==> src/stb_pkg.sv <==
package stb_pkg;

    // Queue sizing
    localparam int STB_DEPTH = 8;
    localparam int STB_IDX_W = $clog2(STB_DEPTH);  // Entry index bits
    localparam int STB_PTR_W = STB_IDX_W + 1;       // Index plus wrap bit

    // Drain controller states
    typedef enum logic [1:0] {
        IDLE           = 2'b00,
        SB_CACHE_WRITE = 2'b01
    } stb_state_t;

endpackage

==> src/mem_access_pkg.sv <==
package mem_access_pkg;

    localparam int ADDR_W     = 32;              // Byte address
    localparam int DATA_W     = 32;              // One data word
    localparam int MASK_W     = DATA_W / 8;      // One bit per byte lane
    localparam int BYTE_OFF_W = $clog2(MASK_W);  // Byte offset within a word

    // Store size as issued by the LSU
    typedef enum logic [1:0] {
        SIZE_BYTE = 2'b00,
        SIZE_HALF = 2'b01,
        SIZE_WORD = 2'b10
    } store_size_t;

endpackage

==> src/lsu_store_align.sv <==
module lsu_store_align import mem_access_pkg::*; (
    input  logic [ADDR_W-1:0] addr,       // Byte address from LSU
    input  logic [DATA_W-1:0] wdata,      // Store data, right justified
    input  store_size_t       size,
    output logic [ADDR_W-1:0] word_addr,  // Address with offset cleared
    output logic [DATA_W-1:0] lane_data,
    output logic [MASK_W-1:0] byte_mask
);

    logic [BYTE_OFF_W-1:0] offset;

    assign offset = addr[BYTE_OFF_W-1:0];

    // Cache is word addressed
    assign word_addr = {addr[ADDR_W-1:BYTE_OFF_W], {BYTE_OFF_W{1'b0}}};

    // Replicate the store across all lanes, the mask picks the live ones
    always_comb begin
        case (size)
            SIZE_BYTE: begin
                lane_data = {MASK_W{wdata[7:0]}};
                byte_mask = MASK_W'(1) << offset;
            end
            SIZE_HALF: begin
                lane_data = {(MASK_W / 2){wdata[15:0]}};
                // Halfwords are aligned, so only the upper offset bit matters
                if (offset[BYTE_OFF_W-1])
                    byte_mask = {{(MASK_W / 2){1'b1}}, {(MASK_W / 2){1'b0}}};
                else
                    byte_mask = {{(MASK_W / 2){1'b0}}, {(MASK_W / 2){1'b1}}};
            end
            SIZE_WORD: begin
                lane_data = wdata;
                byte_mask = {MASK_W{1'b1}};
            end
            default: begin
                lane_data = wdata;           // Treat unknown sizes as a full word
                byte_mask = {MASK_W{1'b1}};
            end
        endcase
    end

endmodule

==> src/stb_datapath.sv <==
module stb_datapath import stb_pkg::*, mem_access_pkg::*; (
    input  logic              clk,
    input  logic              rst_n,

    // Aligned store from the LSU side
    input  logic              wr_en,       // Already gated with full at the top
    input  logic [ADDR_W-1:0] in_addr,
    input  logic [DATA_W-1:0] in_data,
    input  logic [MASK_W-1:0] in_mask,

    // Controls from the cache controller
    input  logic              rd_en,       // Frees the head entry
    input  logic              rd_sel,      // 1 selects queue head, 0 selects bypass

    // Aligned store for the bypass path
    input  logic [ADDR_W-1:0] byp_addr,
    input  logic [DATA_W-1:0] byp_data,
    input  logic [MASK_W-1:0] byp_mask,

    output logic              stb_full,
    output logic              stb_empty,
    output logic [ADDR_W-1:0] out_addr,
    output logic [DATA_W-1:0] out_data,
    output logic [MASK_W-1:0] out_mask
);

    // Queue storage
    logic [ADDR_W-1:0] addr_mem [STB_DEPTH];
    logic [DATA_W-1:0] data_mem [STB_DEPTH];
    logic [MASK_W-1:0] mask_mem [STB_DEPTH];

    logic [STB_PTR_W-1:0] wr_ptr;
    logic [STB_PTR_W-1:0] rd_ptr;
    logic [STB_IDX_W-1:0] wr_idx;
    logic [STB_IDX_W-1:0] rd_idx;
    logic                 do_write;
    logic                 do_read;

    assign wr_idx = wr_ptr[STB_IDX_W-1:0];
    assign rd_idx = rd_ptr[STB_IDX_W-1:0];

    // Flags from registered pointers only
    assign stb_empty = (wr_ptr == rd_ptr);
    assign stb_full  = (wr_ptr[STB_PTR_W-1] != rd_ptr[STB_PTR_W-1]) &&
                       (wr_idx == rd_idx);

    assign do_write = wr_en && !stb_full;
    assign do_read  = rd_en && !stb_empty;  // Guard against a stray read

    // Write counter
    always_ff @(posedge clk or negedge rst_n) begin
        if (!rst_n) begin
            wr_ptr <= '0;
        end else if (do_write) begin
            wr_ptr <= wr_ptr + 1'b1;
        end
    end

    // Read counter
    always_ff @(posedge clk or negedge rst_n) begin
        if (!rst_n) begin
            rd_ptr <= '0;
        end else if (do_read) begin
            rd_ptr <= rd_ptr + 1'b1;
        end
    end

    // Entry payload
    always_ff @(posedge clk) begin
        if (do_write) begin
            addr_mem[wr_idx] <= in_addr;
            data_mem[wr_idx] <= in_data;
            mask_mem[wr_idx] <= in_mask;
        end
    end

    // Cache-side mux
    always_comb begin
        if (rd_sel) begin
            out_addr = addr_mem[rd_idx];
            out_data = data_mem[rd_idx];
            out_mask = mask_mem[rd_idx];
        end else begin
            out_addr = byp_addr;
            out_data = byp_data;
            out_mask = byp_mask;
        end
    end

endmodule

==> src/stb_cache_controller.sv <==
module stb_cache_controller import stb_pkg::*; (
    input  logic clk,
    input  logic rst_n,

    // Queue status
    input  logic stb_full,
    input  logic stb_empty,
    input  logic stb_bypass,        // LSU goes straight to the cache

    // From the data cache
    input  logic dcache2stb_ack,    // One-cycle pulse per accepted write

    // From the LSU
    input  logic lsummu2stb_w_en,
    input  logic lsummu2stb_req,
    input  logic dmem_sel_i,

    // To the datapath
    output logic stb_rd_en,         // Advances the read counter
    output logic rd_sel,            // Head entry onto the cache port

    // To the data cache
    output logic stb2dcache_req,
    output logic stb2dcache_w_en,
    output logic dmem_sel_o
);

    stb_state_t current_state;
    stb_state_t next_state;

    // Drain-side request, before the bypass mux
    logic drain_req;
    logic drain_w_en;
    logic drain_sel;

    always_ff @(posedge clk or negedge rst_n) begin
        if (!rst_n) begin
            current_state <= IDLE;
        end else begin
            current_state <= next_state;
        end
    end

    // Mealy outputs, request rises in the cycle the queue holds data
    always_comb begin
        next_state = current_state;
        drain_req  = 1'b0;
        drain_w_en = 1'b0;
        drain_sel  = 1'b0;
        rd_sel     = 1'b0;
        stb_rd_en  = 1'b0;

        case (current_state)
            IDLE: begin
                if (!stb_empty || stb_full) begin
                    drain_req  = 1'b1;
                    drain_w_en = 1'b1;
                    drain_sel  = 1'b1;
                    rd_sel     = 1'b1;
                    next_state = SB_CACHE_WRITE;
                end
            end

            SB_CACHE_WRITE: begin
                if (dcache2stb_ack) begin
                    // Write accepted, drop request and retire the head
                    drain_sel = 1'b1;
                    rd_sel    = 1'b1;
                    stb_rd_en = 1'b1;
                    if (stb_empty)
                        next_state = IDLE;
                end else if (!stb_empty) begin
                    drain_req  = 1'b1;  // Hold until ack
                    drain_w_en = 1'b1;
                    drain_sel  = 1'b1;
                    rd_sel     = 1'b1;
                end else begin
                    next_state = IDLE;  // Queue drained
                end
            end

            default: next_state = IDLE;
        endcase
    end

    // Bypass hands the cache request lines to the LSU
    always_comb begin
        if (stb_bypass) begin
            stb2dcache_req  = lsummu2stb_req;
            stb2dcache_w_en = lsummu2stb_w_en;
            dmem_sel_o      = dmem_sel_i;
        end else begin
            stb2dcache_req  = drain_req;
            stb2dcache_w_en = drain_w_en;
            dmem_sel_o      = drain_sel;
        end
    end

endmodule

==> src/store_buffer_top.sv <==
module store_buffer_top import mem_access_pkg::*; (
    input  logic              clk,
    input  logic              rst_n,

    // LSU side
    input  logic              lsu_req,
    input  logic              lsu_w_en,
    input  logic              lsu_dmem_sel,
    input  logic [ADDR_W-1:0] lsu_addr,
    input  logic [DATA_W-1:0] lsu_wdata,
    input  store_size_t       lsu_size,
    input  logic              stb_bypass,   // Only while stb_empty is high
    output logic              stb_full,
    output logic              stb_empty,

    // Data cache write port
    output logic              dcache_req,
    output logic              dcache_w_en,
    output logic              dcache_dmem_sel,
    output logic [ADDR_W-1:0] dcache_addr,
    output logic [DATA_W-1:0] dcache_wdata,
    output logic [MASK_W-1:0] dcache_mask,
    input  logic              dcache_ack
);

    logic [ADDR_W-1:0] al_addr;
    logic [DATA_W-1:0] al_data;
    logic [MASK_W-1:0] al_mask;
    logic              stb_wr_en;
    logic              stb_rd_en;
    logic              rd_sel;

    // Buffered store strobe
    assign stb_wr_en = lsu_req && lsu_w_en && !stb_bypass && !stb_full;

    lsu_store_align u_align (
        .addr      (lsu_addr),
        .wdata     (lsu_wdata),
        .size      (lsu_size),
        .word_addr (al_addr),
        .lane_data (al_data),
        .byte_mask (al_mask)
    );

    // Aligned store feeds both the queue and the bypass path
    stb_datapath u_dp (
        .clk       (clk),
        .rst_n     (rst_n),
        .wr_en     (stb_wr_en),
        .in_addr   (al_addr),
        .in_data   (al_data),
        .in_mask   (al_mask),
        .rd_en     (stb_rd_en),
        .rd_sel    (rd_sel),
        .byp_addr  (al_addr),
        .byp_data  (al_data),
        .byp_mask  (al_mask),
        .stb_full  (stb_full),
        .stb_empty (stb_empty),
        .out_addr  (dcache_addr),
        .out_data  (dcache_wdata),
        .out_mask  (dcache_mask)
    );

    stb_cache_controller u_ctrl (
        .clk             (clk),
        .rst_n           (rst_n),
        .stb_full        (stb_full),
        .stb_empty       (stb_empty),
        .stb_bypass      (stb_bypass),
        .dcache2stb_ack  (dcache_ack),
        .lsummu2stb_w_en (lsu_w_en),
        .lsummu2stb_req  (lsu_req),
        .dmem_sel_i      (lsu_dmem_sel),
        .stb_rd_en       (stb_rd_en),
        .rd_sel          (rd_sel),
        .stb2dcache_req  (dcache_req),
        .stb2dcache_w_en (dcache_w_en),
        .dmem_sel_o      (dcache_dmem_sel)
    );

endmodule

==> config.mk <==
export PLATFORM = sky130hd
export DESIGN_NAME = store_buffer_top
export DESIGN_NICKNAME = d
export VERILOG_FILES = /design/src/stb_pkg.sv /design/src/mem_access_pkg.sv /design/src/lsu_store_align.sv /design/src/stb_datapath.sv /design/src/stb_cache_controller.sv /design/src/store_buffer_top.sv
export SDC_FILE = /design/constraint.sdc
export NUM_CORES = 1
export LEC_CHECK = 0
export ABC_CLOCK_PERIOD_IN_PS = 25300
export BUFFER_PORTS_ARGS = -buffer_cell sky130_fd_sc_hd__buf_2
export CORE_ASPECT_RATIO = 1.75
export CORE_MARGIN = 2
export CORE_UTILIZATION = 65
export DETAILED_ROUTE_END_ITERATION = 10
export PLACE_DENSITY = 0.95
export SLEW_MARGIN = 10
export SYNTH_ARGS = -nofsm -noshare
export SYNTH_HDL_FRONTEND = slang
export SYNTH_HIERARCHICAL = 1
export SYNTH_SLANG_ARGS = --single-unit
==> constraint.sdc <==
create_clock -name clk -period 25.3 [get_ports clk]
set_input_delay 2.53 -clock clk [delete_from_list [all_inputs] [get_ports clk]]
set_output_delay 2.53 -clock clk [all_outputs]
set_load 0.01 [all_outputs]
Word-level counts from Yosys, hierarchy flattened

Memory sizes are Yosys's and may differ from the RTL's.
Cells that the tools add are included.

Equal/unequal tests: 7
Muxes and demuxes: 22
Reduce and logical (&&, ||, !) cells: 13
Shifts and indexed selects: 1
Add/subtract/negate cells: 2

Operator list:

| cell                                                   | count |
|---|---|
| two-way mux 32 bit                                     | 2 |
| one-hot mux 32 bit (2 select lines)                    | 1 |
| two-way mux 1 bit                                      | 11 |
| adder 4 x 1 -> 4 bit (second input constant)           | 2 |
| two-way mux 4 bit                                      | 2 |
| one-hot mux 4 bit (2 select lines)                     | 1 |
| logical AND 1 bit                                      | 6 |
| equality test 2 x 1 -> 1 bit (second input constant)   | 2 |
| equality test 4 bit                                    | 1 |
| zero test 2 bit                                        | 2 |
| two-way mux 2 bit                                      | 2 |
| inequality test 2 x 1 -> 1 bit (second input constant) | 2 |
| one-hot mux 1 bit (2 select lines)                     | 2 |
| one-hot mux 2 bit (2 select lines)                     | 1 |
| left shift 1 x 2 -> 4 bit (first input constant)       | 1 |
| equality test 3 bit                                    | 1 |
| zero test 1 bit                                        | 3 |
| AND reduction 2 bit                                    | 1 |
| logical OR 1 bit                                       | 1 |
| inequality test 1 bit                                  | 1 |

Memories kept: 3
Bits in registers: 10
RAM bits: 528
Word-level logic and storage cells: 51

Memory list:

| name          | words | bits a word | read ports | clocked after memory_dff | write ports | line               | source |
|---|---|---|---|---|---|---|---|
| u_dp.data_mem | 8     | 32          | 1          | 0                        | 1           | stb_datapath.sv:29 | `logic [DATA_W-1:0] data_mem [STB_DEPTH];` |
| u_dp.addr_mem | 8     | 30          | 1          | 0                        | 1           | stb_datapath.sv:28 | `logic [ADDR_W-1:0] addr_mem [STB_DEPTH];` |
| u_dp.mask_mem | 8     | 4           | 1          | 0                        | 1           | stb_datapath.sv:30 | `logic [MASK_W-1:0] mask_mem [STB_DEPTH];` |

Depth between registers and ports, before layout

Depth in word-level cells: 7
Gate-level depth with buffers: 11

By module

The synthesis kept the hierarchy.

By module, submodules not included:

| module               | cells each | area an instance (µm²) | seq. area each (µm²) | times used |
|---|---|---|---|---|
| stb_datapath         | 1,292      | 21,939.8               | 16,535.9             | 1 |
| lsu_store_align      | 93         | 775.7                  | 0.0                  | 1 |
| stb_cache_controller | 15         | 111.4                  | 25.0                 | 1 |
| store_buffer_top     | 1          | 12.5                   | 0.0                  | 1 |

Worst setup path before layout

Ideal clock, no wire load.

Kind: input-to-reg
From: in stb_bypass
To: mem u_dp/addr_mem[4][0] in the netlist's numbering, enable pin
Arrival time: 9.419 ns
Setup time: 0.662 ns
Required time: 24.638 ns
Stages on the path: 3
Slack: 15.219 ns
Path through: and4bb_2 > nand2_1 > nor4_1

Longest elaborated chain between the ends: 6

Ends and longest elaborated chain:

| element                                 | line                   | source |
|---|---|---|
| start, declared                         | store_buffer_top.sv:12 | `input logic stb_bypass,` |
| zero test 1 bit                         | store_buffer_top.sv:34 | `assign stb_wr_en = lsu_req && lsu_w_en && !stb_bypass && !stb_full;` |
| logical AND 1 bit (2 in a row)          | store_buffer_top.sv:34 |  |
| logical AND 1 bit                       | stb_datapath.sv:47     | `assign do_write = wr_en && !stb_full;` |
| two-way mux 1 bit                       | stb_datapath.sv:70     | `if (do_write) begin` |
| two-way mux 1 bit (not written as such) | stb_datapath.sv:71     | `addr_mem[wr_idx] <= in_addr;` |
| end, declared                           | stb_datapath.sv:28     |  |

Every way passes these cells.

Final worst setup path

From: in dcache_ack
To: out dcache_addr[7]

Longest elaborated chain between the ends: 3

Ends and longest elaborated chain:

| element                            | line                       | source |
|---|---|---|
| start, declared                    | store_buffer_top.sv:23     | `input logic dcache_ack` |
| two-way mux 1 bit                  | stb_cache_controller.sv:65 | `if (dcache2stb_ack) begin` |
| one-hot mux 1 bit (2 select lines) | stb_cache_controller.sv:53 | `case (current_state)` |
| via rd_sel                         | store_buffer_top.sv:31     | `logic rd_sel;` |
| two-way mux 32 bit                 | stb_datapath.sv:79         | `if (rd_sel) begin` |
| end, declared                      | store_buffer_top.sv:20     | `output logic [ADDR_W-1:0] dcache_addr,` |

The timed path passes the listed nets, and every way through them passes these cells.

==> key figures <==
Status
  • Status: complete, no violations

Clock tree
  • CTS H-Tree Depth: 2
  • Clk pin slew, worst setup/hold paths: 0.06 ns
  • CTS Sinks: 553
  • Clock Latency Late Sink: 0.56 ns
  • TritonCTS clock tree: built
  • Longest Clk Path Bufs: 3
  • Post-cts gate resize count: 0
  • CTS buffer count: 46
  • CTS root buffer: clkbuf_16
  • Post-CTS Setup Repair Bufs: 0
  • # hold bufs at CTS: 0

Routing
  • Drt total wl: 49800 µm
  • DRT iter0 DRCs: 1054
  • Avg WL per Cell: 25.1 µm
  • Post-route ant nets: 0
  • Via density: 6.37
  • DR pass1 iterations: 5
  • Vias: 12664
  • Number of remaining DRC errors: 0

Logic synthesis
  • Yosys top cell by area: edfxtp_1
  • Ys Warns: 6
  • Most common library cells after synthesis: edfxtp_1 (544), mux2i_1 (281), a22oi_1 (136)
  • Post-synth EDFFs: 544
  • Top_reg_cell synth: edfxtp_1
  • Sequential area share after synthesis: 72.5%
  • Top post-synthesis cells by area: edfxtp_1 (72%), mux2i_1 (12%), a22oi_1 (4.5%)
  • Synthesized cell area: 22800 µm²
  • Yosys top cell area share: 71.5%
  • Synth Area per Inst: 16.3 µm²
  • Post-synth ARST share: 1.63%
  • Yosys cell types: 45
  • Post-synthesis register bit count: 553
  • Syn Inst Count: 1401
  • Most common cell in the netlist: edfxtp_1

Power and ir drop
  • Flop pwr share: 39.6%
  • Static Leak: 0.00933 µW
  • Power Density: 110 nW/µm²
  • Switching power: 930 µW
  • Switching Share: 33.6%
  • Logic pwr share: 34.0%
  • Worst VDD drop: 0.102 mV
  • Clock Power Share: 26.4%
  • Int Pwr: 1840 µW

Critical path
  • Kind of critical path: input port to output pin
  • CP endpoint kind: output pin
  • Worst Path Arrival: 4.73 ns
  • Max incr delay on CP: 0.72 ns
  • Critical Path Source Type: input port
  • WP buf/inv: 4
  • Critical path peak fanout: 74
  • CP max stage cell: buf_4
  • Delay-heaviest family, CP: buffers and inverters
  • Cells along the critical path: buf_2 > nand2_2 > o211ai_4 > buf_4 > buf_4 > nand3_1 > o21ai_0 > buf_2
  • Worst Path Required: 22.77 ns

Final layout
  • Layout cells sized above 1: 18.5%
  • Layout area overhead: 10.5%
  • Layout Cells excl Fill: 1987
  • Non-Filler Cell Area, Final: 25200 µm²
  • Post-layout util: 73.0%
  • Final #Nets: 1566

STA
  • Max transition margin: 25.1%
  • Slew Limit Fails: 0
  • Setup-failing EPs final: 0
  • Min Tclk post-route: 7.26 ns
  • Worst-margin pin slew: 1.12 ns
  • Period utilization: 28.7%
  • Final setup TNS: 0 ns
  • Worst hold margin: 0.578 ns
  • RSZ-0062 raised after global routing: no
  • Fmax: 138 MHz
  • Clock Skew: 0.0128 ns
  • Hold Vio Cnt, Final: 0

Placement
  • Placed instance area: 23700 µm²
  • Final RePlAce weighted congestion: 0.791
  • IO Port Bufs: 145
  • Detailed Place HPWL: 27400 µm
  • Dpl cells: 1903

Global route
  • Total grt overflow: 0
  • All-Layer GR Usage: 27.3%
  • Vias in the first global route: 12904
  • First-pass GRT wire length: 75200 µm
  • Largest net degree at the start of global routing: 75
  • Antenna violations before repair: 2

Floorplan
  • Top-level I/O count: 146
  • Die span in x: 146 µm
  • Row cnt: 90
  • Initial core utilization: 66.1%
  • Die Span Y: 252 µm
  • Core Box Area: 34600 µm²
  • Die area: 36700 µm²

Run
  • Max cap viols: 0

Min path
  • Worst min path class: flip-flop to flip-flop
path summary, 6_finish.rpt:
| kind | end | cells past startpoint | slack [ns] | start |
|---|---|---|---|---|
| setup / recovery | dcache_addr[7] | 8 | 18.04 | dcache_ack |
| hold reg to reg | u_dp/wr_ptr[2] | 1 | 0.58 | u_dp/wr_ptr[2] |
| setup reg to reg | u_dp/data_mem[0][22] | 6 | 20.98 | u_dp/rd_ptr[0] |
| hold / removal | u_dp/wr_ptr[2] | 1 | 0.58 | u_dp/wr_ptr[2] |
| min in group asynchronous | u_dp/wr_ptr[1] | 1 | 1.82 | rst_n |
| max in group asynchronous | u_dp/rd_ptr[0] | 1 | 23.27 | rst_n |
worst reg2reg max path, cell delays in order, from the launching register on:
cell and delay [ns]:
dfrtp_4 0.90, xor2_1 0.34, nor4_4 0.15, and4bb_2 0.44, or3b_4 0.49, nor3_4 0.73
buf_4 0.87
per-layer routing:
metal	wire, µm	GRT usage [%]	up-vias
met5	13	0	-
met4	2180	13.3	2
met3	3430	3.36	132
met2	27000	49.9	649
met1	17200	32.0	6332
li1	-	-	5549
layout by cell type (no fill, tap or decap), types with 4 or more instances in the layout:
| master | synthesis | layout |
|---|---|---|
| a22oi_1 | 136 | 136 |
| clkinv_1 | 0 | 8 |
| nor2_4 | 1 | 6 |
| clkbuf_16 | 0 | 47 |
| clkbuf_1 | 28 | 5 |
| dfrtp_1 | 9 | 8 |
| clkinv_2 | 0 | 9 |
| xnor2_1 | 4 | 4 |
| nand3_1 | 69 | 69 |
| xor2_1 | 5 | 5 |
| nand2_1 | 14 | 14 |
| o21ai_1 | 9 | 9 |
| buf_2 | 41 | 145 |
| buf_4 | 41 | 20 |
| inv_1 | 75 | 75 |
| mux2_2 | 17 | 17 |
| nor2_1 | 10 | 5 |
| o21ai_0 | 61 | 61 |
| edfxtp_1 | 544 | 544 |
| o21ai_2 | 8 | 8 |
| mux2i_1 | 281 | 281 |
| bufinv_16 | 0 | 8 |
power groups by stage:
stage | registers, µW | clock network (µW) | logic, µW
after CTS | 1100 | 737 | 945
after global placement | 1110 | 0 | 916
after detailed placement | 1120 | 0 | 936
after floorplan | 1090 | 0 | 652
final | 1100 | 732 | 943
after global routing | 1100 | 771 | 1010
logic make-up after synthesis:
kind of cell / count (synthesis) / synth area share [%]
AOI/OAI and AO/OA: 226 / 6.81
xor gates and xnor gates: 9 / 0.345
adders and majority gates: 2 / 0.110
buffers and inverters: 199 / 4.38
DFF: 553 / 72.5
muxes: 300 / 13.3
other: 1 / 0.0164
and+or+nand+nor: 111 / 2.57
state kept, by name (all words and copies together) (netlist names):
signal,flops
u_dp/addr_mem,256
u_dp/data_mem,256
u_dp/mask_mem,32
u_dp/rd_ptr,4
u_dp/wr_ptr,4
u_ctrl/current_state,1
through the flow:
| step | setup slack [ns] | total power [µW] |
|---|---|---|
| 4_1_cts | 18.05 | 2780 |
| 3_3_place_gp | 18.16 | 2030 |
| 5_1_grt | 17.82 | 2880 |
| 6_report | 18.04 | 2770 |
| 2_1_floorplan | 15.22 | 1750 |
| 3_5_place_dp | 18.08 | 2050 |
layout make-up:
class / count / area, µm²
clock inverters: 31 / 369
flip-flops and latches: 553 / 16600
repair buffers: 165 / 876
clock buffers: 52 / 1190
diodes: 1 / 2.50
well taps: 460 / 576
multi-input cells: 650 / 5370
inverters: 75 / 282
fillers: 1949 / 9340
Power figures use the tool's default switching activity.
